## src/rtl/alu_macros.svh

```systemverilog
`ifndef ALU_MACROS_SVH
`define ALU_MACROS_SVH

// datapath width of operands and result
`define ALU_WIDTH 32

// log2 of ALU_WIDTH
// amounts at or above ALU_WIDTH need more bits than this
`define ALU_SHAMT_BITS 5

`endif

```

## src/rtl/alu_pkg.sv

```systemverilog
package alu_pkg;

	// operation codes as the control path encodes them
	typedef enum logic [2:0] {
		NOP = 3'd0, // all outputs zero
		ADD = 3'd1,
		SUB = 3'd2,
		AND = 3'd3,
		OR  = 3'd4,
		XOR = 3'd5,
		SLT = 3'd6, // unsigned set less than
		SLL = 3'd7  // logical left shift
	} alu_op_t;

	// which unit answers for an op
	typedef enum logic [1:0] {
		CLASS_NONE  = 2'd0, // nop
		CLASS_ARITH = 2'd1, // add/sub unit
		CLASS_LOGIC = 2'd2  // logic/shift unit
	} alu_class_t;

	// map op code to its class
	function automatic alu_class_t op_class(alu_op_t op);
		case (op)
			ADD, SUB:
				return CLASS_ARITH;
			AND, OR, XOR, SLT, SLL:
				return CLASS_LOGIC;
			default:
				return CLASS_NONE; // nop lands here
		endcase
	endfunction

endpackage

```

## src/rtl/alu_arith_unit.sv

```systemverilog
`timescale 1ns/1ps
`include "alu_macros.svh"

// add/subtract unit
// one shared adder, operand1 inverted and carry-in set for sub
module alu_arith_unit (
	input  logic                    clk,          // assertion sampling only
	input  logic [`ALU_WIDTH-1:0]   operand0,
	input  logic [`ALU_WIDTH-1:0]   operand1,
	input  alu_pkg::alu_op_t        op,
	output logic [`ALU_WIDTH-1:0]   arith_result,
	output logic                    arith_v,      // signed overflow
	output logic                    arith_c       // carry out of top bit
);

	import alu_pkg::*;

	logic                  sub_sel;   // high only for SUB
	logic [`ALU_WIDTH-1:0] addend1;   // operand1 or its complement
	logic [`ALU_WIDTH:0]   sum_ext;   // one extra bit for carry out
	logic                  op0_msb;
	logic                  add1_msb;
	logic                  res_msb;

	// anything that is not SUB goes through as an add
	assign sub_sel = (op == SUB);

	// a - b == a + ~b + 1
	assign addend1 = sub_sel ? ~operand1 : operand1;

	// zero-extend both sides so the carry lands in the extra bit
	assign sum_ext = {1'b0, operand0}
		+ {1'b0, addend1}
		+ {{`ALU_WIDTH{1'b0}}, sub_sel}; // carry-in

	assign arith_result = sum_ext[`ALU_WIDTH-1:0];

	// for sub this is the "no borrow" bit
	// set when operand0 >= operand1 unsigned, including 0 - 0
	assign arith_c = sum_ext[`ALU_WIDTH];

	// sign bits, taken from the adder inputs so add and sub share one rule
	assign op0_msb  = operand0[`ALU_WIDTH-1];
	assign add1_msb = addend1[`ALU_WIDTH-1];
	assign res_msb  = arith_result[`ALU_WIDTH-1];

	// overflow when adder inputs agree in sign and the sum does not
	// for sub that means operands differ in sign and result sign != operand0 sign
	assign arith_v = ~(op0_msb ^ add1_msb) & (op0_msb ^ res_msb);

	// flags must be known whenever the combiner will take them
	a_flags_known: assert property (
		@(posedge clk) (op inside {ADD, SUB}) |-> !$isunknown({arith_v, arith_c})
	) else $error("arith flags unknown for op %0d", op);

endmodule

```

## src/rtl/alu_logic_unit.sv

```systemverilog
`timescale 1ns/1ps
`include "alu_macros.svh"

// bitwise ops, unsigned set less than, logical left shift
module alu_logic_unit (
	input  logic                    clk,       // assertion sampling only
	input  logic [`ALU_WIDTH-1:0]   operand0,
	input  logic [`ALU_WIDTH-1:0]   operand1,  // also the shift amount for SLL
	input  alu_pkg::alu_op_t        op,
	output logic [`ALU_WIDTH-1:0]   logic_result
);

	import alu_pkg::*;

	logic                      shamt_big;   // shift of ALU_WIDTH or more
	logic [`ALU_SHAMT_BITS-1:0] shamt;      // low bits of the amount
	logic                      lt_u;        // unsigned compare

	// any bit above the shift field means everything falls off the top
	assign shamt_big = |operand1[`ALU_WIDTH-1:`ALU_SHAMT_BITS];
	assign shamt     = operand1[`ALU_SHAMT_BITS-1:0];

	// slt compares as unsigned
	assign lt_u = (operand0 < operand1);

	always_comb begin
		case (op)
			AND:
				logic_result = operand0 & operand1;
			OR:
				logic_result = operand0 | operand1;
			XOR:
				logic_result = operand0 ^ operand1;
			SLT:
				logic_result = {{(`ALU_WIDTH-1){1'b0}}, lt_u}; // 0 or 1
			SLL: begin
				if (shamt_big)
					logic_result = '0;
				else
					logic_result = operand0 << shamt;
			end
			default:
				logic_result = '0; // nop, add, sub handled elsewhere
		endcase
	end

	// shifting the answer back recovers operand0 less the bits pushed out
	a_sll_round_trip: assert property (
		@(posedge clk) (op == SLL && !shamt_big)
			|-> ((logic_result >> shamt) == (operand0 & ({`ALU_WIDTH{1'b1}} >> shamt)))
	) else $error("sll result %h does not shift back to %h", logic_result, operand0);

endmodule

```

## src/rtl/alu_result_combine.sv

```systemverilog
`timescale 1ns/1ps
`include "alu_macros.svh"

// picks the answer by op class, builds flags, one register stage
module alu_result_combine (
	input  logic                    clk,
	input  logic                    reset,
	input  alu_pkg::alu_op_t        op,
	input  logic                    op_valid,
	input  logic [`ALU_WIDTH-1:0]   arith_result,
	input  logic [`ALU_WIDTH-1:0]   logic_result,
	input  logic                    arith_v,
	input  logic                    arith_c,
	output logic [`ALU_WIDTH-1:0]   result,
	output logic                    z,
	output logic                    v,
	output logic                    c,
	output logic                    n,
	output logic                    result_valid
);

	import alu_pkg::*;

	alu_class_t            op_cls;      // class of the incoming op
	alu_class_t            result_cls;  // class of what sits in the output regs
	logic [`ALU_WIDTH-1:0] sel_result;
	logic                  sel_z;
	logic                  sel_v;
	logic                  sel_c;
	logic                  sel_n;

	assign op_cls = op_class(op);

	// v/c only mean something for arithmetic
	always_comb begin
		case (op_cls)
			CLASS_ARITH: begin
				sel_result = arith_result;
				sel_v      = arith_v;
				sel_c      = arith_c;
			end
			CLASS_LOGIC: begin
				sel_result = logic_result;
				sel_v      = 1'b0; // masked
				sel_c      = 1'b0;
			end
			default: begin
				sel_result = '0; // nop
				sel_v      = 1'b0;
				sel_c      = 1'b0;
			end
		endcase
	end

	// nop reports z=0 even with a zero result
	assign sel_z = (op_cls != CLASS_NONE) && (sel_result == '0);
	assign sel_n = sel_result[`ALU_WIDTH-1]; // sign of whatever was picked

	always_ff @(posedge clk) begin
		if (reset) begin
			result       <= '0;
			z            <= 1'b0;
			v            <= 1'b0;
			c            <= 1'b0;
			n            <= 1'b0;
			result_valid <= 1'b0;
			result_cls   <= CLASS_NONE;
		end else begin
			result_valid <= op_valid; // single cycle pulse per op
			if (op_valid) begin
				result     <= sel_result;
				z          <= sel_z;
				v          <= sel_v;
				c          <= sel_c;
				n          <= sel_n;
				result_cls <= op_cls;
			end // otherwise hold last values
		end
	end

	// a zero result never looks negative
	a_z_n_exclusive: assert property (
		@(posedge clk) result_valid |-> !(z && n)
	) else $error("z and n both set for result %h", result);

	// carry or overflow can only come from the add/sub path
	a_vc_only_arith: assert property (
		@(posedge clk) (result_valid && (c || v)) |-> (result_cls == CLASS_ARITH)
	) else $error("v/c set for non-arith class %0d", result_cls);

endmodule

```

## src/rtl/alu_top.sv

```systemverilog
`timescale 1ns/1ps
`include "alu_macros.svh"

// alu stage, both units run in parallel, combiner registers the answer
module alu_top (
	input  logic                    clk,
	input  logic                    reset,
	input  logic                    op_valid,   // one strobe per op
	input  logic [`ALU_WIDTH-1:0]   operand0,
	input  logic [`ALU_WIDTH-1:0]   operand1,
	input  alu_pkg::alu_op_t        op,
	output logic [`ALU_WIDTH-1:0]   result,
	output logic                    z,
	output logic                    v,
	output logic                    c,
	output logic                    n,
	output logic                    result_valid // one cycle after op_valid
);

	// unit outputs into the combiner
	logic [`ALU_WIDTH-1:0] arith_result;
	logic                  arith_v;
	logic                  arith_c;
	logic [`ALU_WIDTH-1:0] logic_result;

	alu_arith_unit u_arith (
		.clk          (clk),
		.operand0     (operand0),
		.operand1     (operand1),
		.op           (op),
		.arith_result (arith_result),
		.arith_v      (arith_v),
		.arith_c      (arith_c)
	);

	alu_logic_unit u_logic (
		.clk          (clk),
		.operand0     (operand0),
		.operand1     (operand1),
		.op           (op),
		.logic_result (logic_result)
	);

	// class select, flag build and output register
	alu_result_combine u_combine (
		.clk          (clk),
		.reset        (reset),
		.op           (op),
		.op_valid     (op_valid),
		.arith_result (arith_result),
		.logic_result (logic_result),
		.arith_v      (arith_v),
		.arith_c      (arith_c),
		.result       (result),
		.z            (z),
		.v            (v),
		.c            (c),
		.n            (n),
		.result_valid (result_valid)
	);

endmodule

```

## config.mk

```make
export PLATFORM = sky130hd
export DESIGN_NAME = alu_top
export DESIGN_NICKNAME = d
export VERILOG_FILES = /design/src/rtl/alu_pkg.sv /design/src/rtl/alu_arith_unit.sv /design/src/rtl/alu_logic_unit.sv /design/src/rtl/alu_result_combine.sv /design/src/rtl/alu_top.sv
export VERILOG_INCLUDE_DIRS = /design/src /design/src/rtl
export SDC_FILE = /design/constraint.sdc
export NUM_CORES = 1
export LEC_CHECK = 0
export ABC_AREA = 1
export BUFFER_PORTS_ARGS = -buffer_cell sky130_fd_sc_hd__buf_4
export CAP_MARGIN = 40
export CORE_MARGIN = 2
export CORE_UTILIZATION = 25
export DETAILED_ROUTE_END_ITERATION = 7
export GPL_ROUTABILITY_DRIVEN = 0
export PLACE_DENSITY = 0.37
export SLEW_MARGIN = 20
export SYNTH_ARGS = -nofsm -noshare
export SYNTH_HDL_FRONTEND = slang
export SYNTH_SLANG_ARGS = --single-unit
```

## constraint.sdc

```tcl
create_clock -name clk -period 3.6 [get_ports clk]
set_input_delay 0.18 -clock clk [delete_from_list [all_inputs] [get_ports clk]]
set_output_delay 0.18 -clock clk [all_outputs]
set_load 0.01 [all_outputs]
```

=== Word level (Yosys, flattened, before mapping) ===
Index checks and enable logic that the tools add are counted.

* Add/sub/neg operators: 2
* Multiply operators: 0
* Divide/modulo/power cells: 0
* $lt $le $gt $ge: 1
* Equality and inequality tests: 9
* Shifts and indexed selects: 1
* Mux-type cells: 7
* Bitwise logic cells: 8
* Reduce and logical (&&, ||, !) cells: 6

{| class="wikitable"
|+ Operator list
! operator !! number
|-
| $pmux 32 s5 || 1
|-
| $mux 32 || 2
|-
| $pmux 32 s2 || 1
|-
| $add 32x32->33 || 1
|-
| $add 33x1->33 || 1
|-
| $and 32x32->32 || 1
|-
| $logic_not 32->1 || 1
|-
| $lt 32x32->1 || 1
|-
| $not 32->32 || 1
|-
| $or 32x32->32 || 1
|-
| $shl 32x5->32 || 1
|-
| $xor 32x32->32 || 1
|-
| $reduce_or 27->1 || 1
|-
| $eq 3x3->1 const B || 4
|-
| $eq 3x2->1 const B || 2
|-
| $reduce_or 5->1 || 1
|-
| $pmux 2 s2 || 1
|-
| $eq 3x1->1 const B || 1
|-
| $eq 2x1->1 const B || 1
|-
| $eq 2x2->1 const B || 1
|-
| $mux 1 || 2
|-
| $reduce_bool 2->1 || 1
|-
| $reduce_or 2->1 || 1
|-
| $xor 1x1->1 || 2
|-
| other kinds (3) || 3
|}

* Bits in registers: 37
* Latch bits: 0
* Memory bits (writable): 0
* Memory bits (read-only): 0
* Input port bits: 70
* Logic and storage cells: 40
* Memories: 0

=== Logic depth before layout (Yosys ltp) ===
Gate-level depths: netlist of run 1.

* Word-level depth: 7
* Depth in mapped cells: 26

=== Hierarchy ===
From an unflattened synthesis of run 1, not the netlist that was laid out.

* Cells, all modules: 1,397
* Area, all modules: 8,313.0 µm²

{| class="wikitable"
|+ By module, submodules not included
! module !! times used !! cells each !! area an instance (µm²) !! seq. area each (µm²)
|-
| alu_logic_unit || 1 || 724 || 4,161.5 || 0.0
|-
| alu_arith_unit || 1 || 374 || 2,270.9 || 0.0
|-
| alu_result_combine || 1 || 299 || 1,880.6 || 720.7
|}

=== Least setup slack after synthesis of run 1 ===
OpenSTA, ideal clock, no wires.

* Path type: input -> register
* From: input port op[2]
* To: register u_combine.z
* Arrival: 2,769 ps
* Path slack: 761 ps
* Stages: 21
* Buffers on the path: 2
* Cell sequence: buf_2 -> nor2_4 -> buf_1 -> xor2_1 -> ha_1 -> nand2_1 -> nor4_1 -> nand2_1 -> nand2_1 -> nand3b_1 -> nand2_1 -> nand2_1 -> nand3_1 -> nand2_1 -> nand2_1 -> nand2_1 -> nor2_1 -> nand2_1 -> nor2_1 -> nand3_1 -> a21oi_1

* Cells in the longest elaborated chain, start to end: 7
* Elaborated cells on any way between the ends: 20
* Those cells by class: add/sub: 2; eq/ne: 9; mux: 4; reduce/logical: 5

{| class="wikitable"
|+ RTL lines
! element !! line !! source
|-
| start: declaration || alu_top.sv:11 || <nowiki>input alu_pkg::alu_op_t op,</nowiki>
|-
| $eq 3x2->1, or another cell as far along || alu_pkg.sv:24, alu_arith_unit.sv:26 ||
|-
| $mux 32, or another cell as far along || alu_arith_unit.sv:29 || <nowiki>assign addend1 = sub_sel ? ~operand1 : operand1;</nowiki>
|-
| $add 32x32->33 or $pmux 2 s2 (tied branches) || alu_arith_unit.sv:33, alu_pkg.sv:24 ||
|-
| $add 33x1->33, or another cell as far along || alu_arith_unit.sv:32 || <nowiki>assign sum_ext = {1'b0, operand0}</nowiki>
|-
| $pmux 32 s2 || alu_result_combine.sv:36 || <nowiki>case (op_cls)</nowiki>
|-
| $logic_not 32->1 || alu_result_combine.sv:56 || <nowiki>assign sel_z = (op_cls != CLASS_NONE) && (sel_result == '0);</nowiki>
|-
| $logic_and 1x1->1 (*) || alu_result_combine.sv:56 ||
|-
| end signal: assignment || alu_result_combine.sv:72 || <nowiki>z <= sel_z;</nowiki>
|-
| end: declaration || alu_result_combine.sv:15 || <nowiki>output logic z,</nowiki>
|}

Every way passes the cells marked *; elsewhere a longest branch is shown, timed or not.
A chain may end at the register's enable or synchronous reset.

=== Final worst setup path of run 1 ===
* From: input port op[0]
* To: register u_combine.z

Same word-level chain as after synthesis.

==> qor.yml, run 1 <==
power:
  switching_share_pct: 47.3
  p_clk_share_pct: 20.4
  leakagePower_nw: 5.05
  power_frac_comb_pct: 59.6
  irDropWorstVdd_mv: 0.148
  power.sequential.fraction_pct: 20.0
  power.switching_w: 0.00103
  power-per-cell-area_mw_per_mm2: 226
  power.internal_w: 0.00115
layout:
  final_cells: 1973
  final_net_count: 1733
  utilization_after_layout_pct: 29.9
  most-common-layout-cells: "sky130_fd_sc_hd__nand2_1, sky130_fd_sc_hd__nand3_1, sky130_fd_sc_hd__inv_1"
  syn2layout_area_growth_pct: 18.6
  layout.cell_area.non_filler_mm2: 0.00968
  antenna-diode-count: 0
  final_common_cell: "sky130_fd_sc_hd__nand2_1"
  layout-drive-gt1-share_pct: 10.1
run_status:
  status: "finished clean"
timing:
  rsz0062_at_grt: "false"
  minimum_clock_period_ns: 3.02
  final_max_slew_viol_count: 0
  fin_tns_setup_ns: 0
  min_period_over_period_pct: 83.8
  hold_violations: 0
  holdWs_ns: 0.120
  max_freq_mhz: 331
  number_of_endpoints_failing_setup_at_the_final_stage: 0
  final_worst_clock_skew_ns: 0
  timing.slew.headroom_pct: 54.7
  worst_pin_slew_ns: 0.679
floorplan:
  floorplan.die.height_um: 185
  core_mm2: 0.0324
  chipWidth_um: 185
  pin_count: 107
  die_area_mm2: 0.0341
  std_cell_rows: 66
  initial_utilization_pct: 25.2
critical_path:
  endpoint_type_of_the_worst_setup_path: "flop"
  critical_path_arrival_ns: 3.23
  critical_path_depth: 24
  critical-path-top-delay-family: "simple AND/OR/NAND/NOR gates"
  crit-reg2reg-launch: "u_combine.result[30]$_SDFFE_PP0P_"
  crit_required_ns: 3.81
  crit_chain: "buf_4 -> inv_1 -> nand2_2 -> nor2_4 -> buf_12 -> xor2_1 -> ha_1 -> nand2_1 -> nor2_1 -> inv_1 -> nor2_1 -> nand3b_1 -> nand3_1 -> a21o_1 -> nand2_1 -> nand2_1 -> nand2_1 -> nand3_1 -> nand2_1 -> nand2_1 -> nand2_1 -> nor2_1 -> nand3_1 -> a21oi_1"
  critical-path-top-cell-by-count: "sky130_fd_sc_hd__nand2_1"
  cp_num_buf_inv: 4
  worst-r2r-setup-slack_ns: 2.90
  worstSetupStartpoint: "op[0]"
  crit_end: "u_combine.z$_SDFFE_PP0P_"
  critPathMaxStageDelay_ns: 0.40
  crit_path_top_delay_cell: "sky130_fd_sc_hd__ha_1"
  critPathLaunchType: "input port"
  critPathKind: "in2reg"
  worst_r2r_endpoint: "u_combine.result[30]$_SDFFE_PP0P_"
  r2r.worst_path.cells: 2
  worst_path_max_fanout: 28
synth:
  synth_async_sr_flop_share_pct: 0
  synth_cell_types: 36
  count_of_flip_flops_with_a_built_in_enable_after_synthesis: 0
  fraction_of_the_yosys_area_taken_by_sequential_cells_pct: 8.84
  synthDominantAreaCellType: "sky130_fd_sc_hd__nand2_1"
  syn-instance-count: 1448
  ys_dominant_reg_cell: "sky130_fd_sc_hd__dfxtp_1"
  synth.ff_latch_count: 36
  synth_area_leaders: "sky130_fd_sc_hd__nand2_1, sky130_fd_sc_hd__ha_1, sky130_fd_sc_hd__nand3_1"
  post_synth_instance_area_mm2: 0.00816
  synth.top_cell.area_share_pct: 20.3
  synth.yosys.warnings: 0
  synthesis.area_per_instance_um2: 5.63
  mappedNetlistNets: 1650
placement:
  dpl-instance-area_mm2: 0.00952
  port_buffers: 106
  placedCellCount: 1966
  dp.final_hpwl_um: 31900
route:
  antenna_violating_nets_post_route: 0
  drt-vias-per-instance: 4.85
  finalWirelength_um: 37800
  detailroute.via_count: 9575
  drt_pre_antenna_iters: 5
  post_drt_wl_per_cell_um: 19.2
  drt_drc_violations_left: 0
  drt_iter0_drc: 717
clock_tree:
  cts.clk_slew.worst_paths_ns: 0.05
  cts_hold_repair.buffers: 0
  number_of_buffers_created_by_cts: 5
  clock_tree.buffer_depth: 2
  post_cts_buffers: 0
  clock_latency_ns: 0.28
  h-tree-depth: 2
  root_buffer_master: "sky130_fd_sc_hd__clkbuf_16"
  cts_num_sinks: 36
  post_cts.resized_instances: 0
  cts_tree: "yes"
grt:
  first_global_vias: 9317
  grt_overflow_total: 0
  global_route_wire_length_before_repair_um: 56700
  number_of_antenna_violations_at_the_first_check_in_global_routing: 0
  grt_start_max_net_pins: 63
  grt_usage_pct: 22.0
hold_path:
  timing.hold.worst.class: "in2reg"
job:
  timing.max_cap.violations: 0
[routing by layer]
layer  track usage, %  wire length, um  vias up
li1                 -                -     4928
met1             31.4            18700     4369
met2             37.2            17200      257
met3             1.60             1460       21
met4             2.76              539        0
met5                0                0        -
[Yosys cell counts, types with 2 or more instances]
master	instances
sky130_fd_sc_hd__clkbuf_1	33
sky130_fd_sc_hd__a31oi_1	5
sky130_fd_sc_hd__dfxtp_1	36
sky130_fd_sc_hd__inv_2	3
sky130_fd_sc_hd__nor4_1	3
sky130_fd_sc_hd__o21ai_1	12
sky130_fd_sc_hd__inv_1	145
sky130_fd_sc_hd__nand2_2	3
sky130_fd_sc_hd__o211ai_1	13
sky130_fd_sc_hd__a21oi_1	103
sky130_fd_sc_hd__nand4_1	7
sky130_fd_sc_hd__ha_1	131
sky130_fd_sc_hd__nand3_1	153
sky130_fd_sc_hd__nand2_1	441
sky130_fd_sc_hd__xor2_1	31
sky130_fd_sc_hd__nand3b_1	9
sky130_fd_sc_hd__o21ai_0	101
sky130_fd_sc_hd__o221ai_1	3
sky130_fd_sc_hd__o22ai_1	7
sky130_fd_sc_hd__a21o_1	4
sky130_fd_sc_hd__nor3_1	11
sky130_fd_sc_hd__o21bai_1	3
sky130_fd_sc_hd__o21a_1	2
sky130_fd_sc_hd__buf_4	4
sky130_fd_sc_hd__nor2_1	135
sky130_fd_sc_hd__clkinv_1	2
sky130_fd_sc_hd__a221oi_1	16
sky130_fd_sc_hd__buf_1	7
sky130_fd_sc_hd__buf_2	15
sky130_fd_sc_hd__or2_2	4
[kinds of logic after synthesis]
kind of cell | count (synthesis) | synth area share, %
buffers and inverters | 209 | 10.0
adder cells (fa/ha/maj) | 132 | 20.3
flip-flops | 36 | 8.84
AND/OR/NAND/NOR | 770 | 39.1
AO/OA/AOI/OAI | 270 | 18.3
XOR/XNOR | 31 | 3.33
[state kept, by name (all words and copies together) (netlist names)]
signal / count
u_combine.c: 1
u_combine.n: 1
u_combine.result: 31
u_combine.result_valid: 1
u_combine.v: 1
u_combine.z: 1
[power by group through the flow]
stage	Combinational (W)	Clock [W]	Sequential (W)
CTS	0.00130	0.000460	0.000437
global placement	0.00130	0	0.000446
global route	0.00147	0.000482	0.000439
floorplan	0.000793	0	0.000452
finish	0.00130	0.000447	0.000437
detailed placement	0.00130	0	0.000446
[final cells by class]
type | instances | area [um2]
Fill cell | 3820 | 22700
Multi-Input combinational cell | 1203 | 6620
Timing Repair Buffer | 135 | 1070
Sequential cell | 36 | 721
Inverter | 150 | 563
Tap cell | 442 | 553
Clock buffer | 7 | 153
[through the flow]
| step | total power [W] | setup slack, ns |
|---|---|---|
| 2_1_floorplan | 0.00124 | 0.761 |
| 3_3_place_gp | 0.00175 | 0.327 |
| 3_5_place_dp | 0.00174 | 0.322 |
| 4_1_cts | 0.00220 | 0.603 |
| 5_1_grt | 0.00239 | 0.161 |
| 6_report | 0.00219 | 0.583 |
[worst min path at each step]
stage                                           to  start  cells past startpoint
final                     u_combine.c$_SDFFE_PP0P_  reset                      2
after global routing      u_combine.c$_SDFFE_PP0P_  reset                      2
after CTS                 u_combine.c$_SDFFE_PP0P_  reset                      2
after detailed placement  u_combine.z$_SDFFE_PP0P_  reset                      2
after global placement    u_combine.z$_SDFFE_PP0P_  reset                      2
after floorplan           u_combine.c$_SDFFE_PP0P_  reset                      1
Note: power is estimated with default switching activity, not from simulation.
==> run 2, diff against run 1 <==
==> constraint.sdc (replaced) <==
create_clock -name clk -period 2.8 [get_ports clk]
set_input_delay 0.14 -clock clk [delete_from_list [all_inputs] [get_ports clk]]
set_output_delay 0.14 -clock clk [all_outputs]
set_load 0.01 [all_outputs]
==> run 2 against run 1 <==
Effect of this change: the run now ends with negative setup slack left; clock power rose by 15%; hold slack got worse by 0.050 ns; critical path type unchanged; power rose by 51%; largest cell class unchanged; global-route usage rose by 0.27 points; count of clock-buffer cells in the layout fell by 1.
==> qor.yml, run 2 (same netlist as run 1, synthesis figures left out) <==
critical_path:
  critPathKind: "in2reg"
  crit-reg2reg-launch: "u_combine.result[28]$_SDFFE_PP0P_"
  endpoint_type_of_the_worst_setup_path: "flop"
  r2r.worst_path.cells: 2  # unchanged
  worst_r2r_endpoint: "u_combine.result[28]$_SDFFE_PP0P_"
  crit_required_ns: 3.01  # -0.80 ns
  critPathLaunchType: "input port"
  worst_path_max_fanout: 7  # -75%
  worstSetupStartpoint: "op[0]"
  worst-r2r-setup-slack_ns: 2.13  # -0.77 ns
  critical_path_arrival_ns: 3.01  # -0.22 ns
hold_path:
  hold_end: "u_combine.c$_SDFFE_PP0P_"
  timing.hold.worst.class: "in2reg"
  min_delay_path_depth: 2  # unchanged
  hp-start: "reset"
power:
  power-per-cell-area_mw_per_mm2: 284  # +26%
  power.sequential.fraction_pct: 17.0  # -3.0 points
  power.switching_w: 0.00149  # +44%
  post-layout-total-power_w: 0.00330  # +51%
  p_clk_share_pct: 15.6  # -4.8 points
  power.internal_w: 0.00181  # +57%
  leakagePower_nw: 6.01  # +19%
  power_frac_comb_pct: 67.4  # +7.8 points
  irDropWorstVdd_mv: 0.247  # +67%
  switching_share_pct: 45.2  # -2.1 points
clock_tree:
  clock_tree.buffer_depth: 2  # unchanged
  cts_num_sinks: 36  # unchanged
  number_of_buffers_created_by_cts: 5  # unchanged
  cts_tree: "yes"
  cts.clk_slew.worst_paths_ns: 0.05  # about the same
  root_buffer_master: "sky130_fd_sc_hd__clkbuf_16"
  clock_latency_ns: 0.28  # about the same
  h-tree-depth: 2  # unchanged
layout:
  antenna-diode-count: 0  # unchanged
  most-common-layout-cells: "sky130_fd_sc_hd__nand2_1, sky130_fd_sc_hd__buf_4, sky130_fd_sc_hd__nand3_1"
  register_with_the_most_flip_flops: "u_combine.result"
  fill_cells: 3701  # -3.1%
  final_common_cell: "sky130_fd_sc_hd__nand2_1"
  syn2layout_area_growth_pct: 42.4
  final_net_count: 1913  # +10%
  layout-drive-gt1-share_pct: 26.2  # +16 points
  largest_register_ffs: 31  # unchanged
  layout.cell_area.non_filler_mm2: 0.0116  # +20%
grt:
  grt_usage_pct: 22.3  # +0.27 points
  first_global_vias: 9775  # +4.9%
  global_route_wire_length_before_repair_um: 57900  # +2.1%
  grt_overflow_total: 0  # unchanged
  number_of_antenna_violations_at_the_first_check_in_global_routing: 0  # unchanged
  grt_start_max_net_pins: 62  # -1.6%
timing:
  final_worst_clock_skew_ns: 0  # unchanged
  number_of_endpoints_failing_setup_at_the_final_stage: 1  # +1
  worst_pin_slew_ns: 0.762  # +0.0824 ns
  setup_slack_ns: -0.00387  # -0.587 ns
  max_freq_mhz: 357
  final_max_slew_viol_count: 0  # unchanged
  fin_tns_setup_ns: -0.00387  # -0.00387 ns
  min_period_over_period_pct: 100
  rsz0062_at_grt: "true"
  minimum_clock_period_ns: 2.80
  holdWs_ns: 0.0703  # -0.0497 ns
  hold_violations: 0  # unchanged
  timing.slew.headroom_pct: 49.2  # -5.5 points
placement:
  dpl-instance-area_mm2: 0.0108  # +14%
  port_buffers: 106  # unchanged
  dp.final_hpwl_um: 32300  # +1.3%
  dpl_worst_slack_ns: -0.435  # -0.758 ns
route:
  drt_pre_antenna_iters: 5  # unchanged
  drt_drc_violations_left: 0  # unchanged
  post_drt_wl_per_cell_um: 17.9  # -6.7%
  drt-vias-per-instance: 4.77  # -1.7%
  antenna_violating_nets_post_route: 0  # unchanged
  finalWirelength_um: 38500  # +1.8%
  drt_iter0_drc: 752  # +4.9%
  detailroute.via_count: 10300  # +7.3%
floorplan:
  initial_utilization_pct: 25.2  # unchanged
  chipWidth_um: 185  # unchanged
  floorplan.die.height_um: 185  # unchanged
  core_mm2: 0.0324  # unchanged
  std_cell_rows: 66  # unchanged
  pin_count: 107  # unchanged
  die_area_mm2: 0.0341  # unchanged
job:
  timing.max_cap.violations: 0  # unchanged
run_status:
  violated_checks: "negative setup slack"
  status: "finished with violations"
## run 2: repair_timing
item / 4_1_cts / 5_1_grt
hold buffers: 0 / 0
pin swaps: 3 / 58
setup endpoints to repair: 1 / 11
gates resized for setup: 21 / 134
setup buffers: 0 / 10
gates cloned: 0 / 1
## run 2: power groups by stage
stage	sequential, W	combinational (W)	clock [W]
floorplan	0.000582	0.00102	0
global placement	0.000571	0.00202	0
detailed placement	0.000571	0.00200	0
CTS	0.000561	0.00203	0.000533
global route	0.000563	0.00247	0.000564
finish	0.000560	0.00222	0.000515
## run 2: worst max path at each step
stage	end	slack, ns
finish	u_combine.z$_SDFFE_PP0P_	-0.004
global route	u_combine.z$_SDFFE_PP0P_	-0.17
CTS	u_combine.z$_SDFFE_PP0P_	0.001
detailed placement	u_combine.z$_SDFFE_PP0P_	-0.44
global placement	u_combine.z$_SDFFE_PP0P_	-0.45
floorplan	u_combine.z$_SDFFE_PP0P_	0.001
## run 2: through the flow
step | utilization, % | instances
3_5_place_dp | 33.4 | 2135
6_report | 35.9 | 2153
3_3_place_gp | 33.4 | 2135
2_1_floorplan | - | 1448
4_1_cts | 34.1 | 2142
5_1_grt | 35.9 | 2153
## run 2: final cells by class
cell class,instances,area (um2),area share [%]
flip-flops and latches,36,721,6.20
inverters,150,566,4.87
well taps,442,553,4.76
multi-input cells,1203,7120,61.3
clock buffers,6,129,1.11
clock inverters,1,5.00,0.0431
repair buffers,315,2520,21.7
## run 2: layer usage
layer | track usage (%) | wire [um]
met3 | 1.90 | 1470
met5 | 0 | 0
met2 | 37.5 | 17700
met1 | 32.0 | 19000
met4 | 2.13 | 359
## run 2: worst max-delay path, stage by stage
cell and delay [ns]:
sky130_fd_sc_hd__buf_6 0.10, sky130_fd_sc_hd__inv_4 0.04, sky130_fd_sc_hd__nand2_4 0.05, sky130_fd_sc_hd__nor2_4 0.20
sky130_fd_sc_hd__clkbuf_16 0.23, sky130_fd_sc_hd__xor2_1 0.07, sky130_fd_sc_hd__ha_1 0.38, sky130_fd_sc_hd__nand2_2 0.11
sky130_fd_sc_hd__buf_6 0.13, sky130_fd_sc_hd__nor2_4 0.12, sky130_fd_sc_hd__nand2_1 0.05, sky130_fd_sc_hd__nand3b_1 0.25
sky130_fd_sc_hd__nand3_2 0.15, sky130_fd_sc_hd__a21o_1 0.18, sky130_fd_sc_hd__nand2_2 0.08, sky130_fd_sc_hd__nand2_2 0.08
sky130_fd_sc_hd__nand2_1 0.05, sky130_fd_sc_hd__nand3_1 0.07, sky130_fd_sc_hd__nand2_1 0.08, sky130_fd_sc_hd__nand2_2 0.07
sky130_fd_sc_hd__nand2_1 0.06, sky130_fd_sc_hd__nor2_2 0.08, sky130_fd_sc_hd__nand3_1 0.08, sky130_fd_sc_hd__a21oi_1 0.13
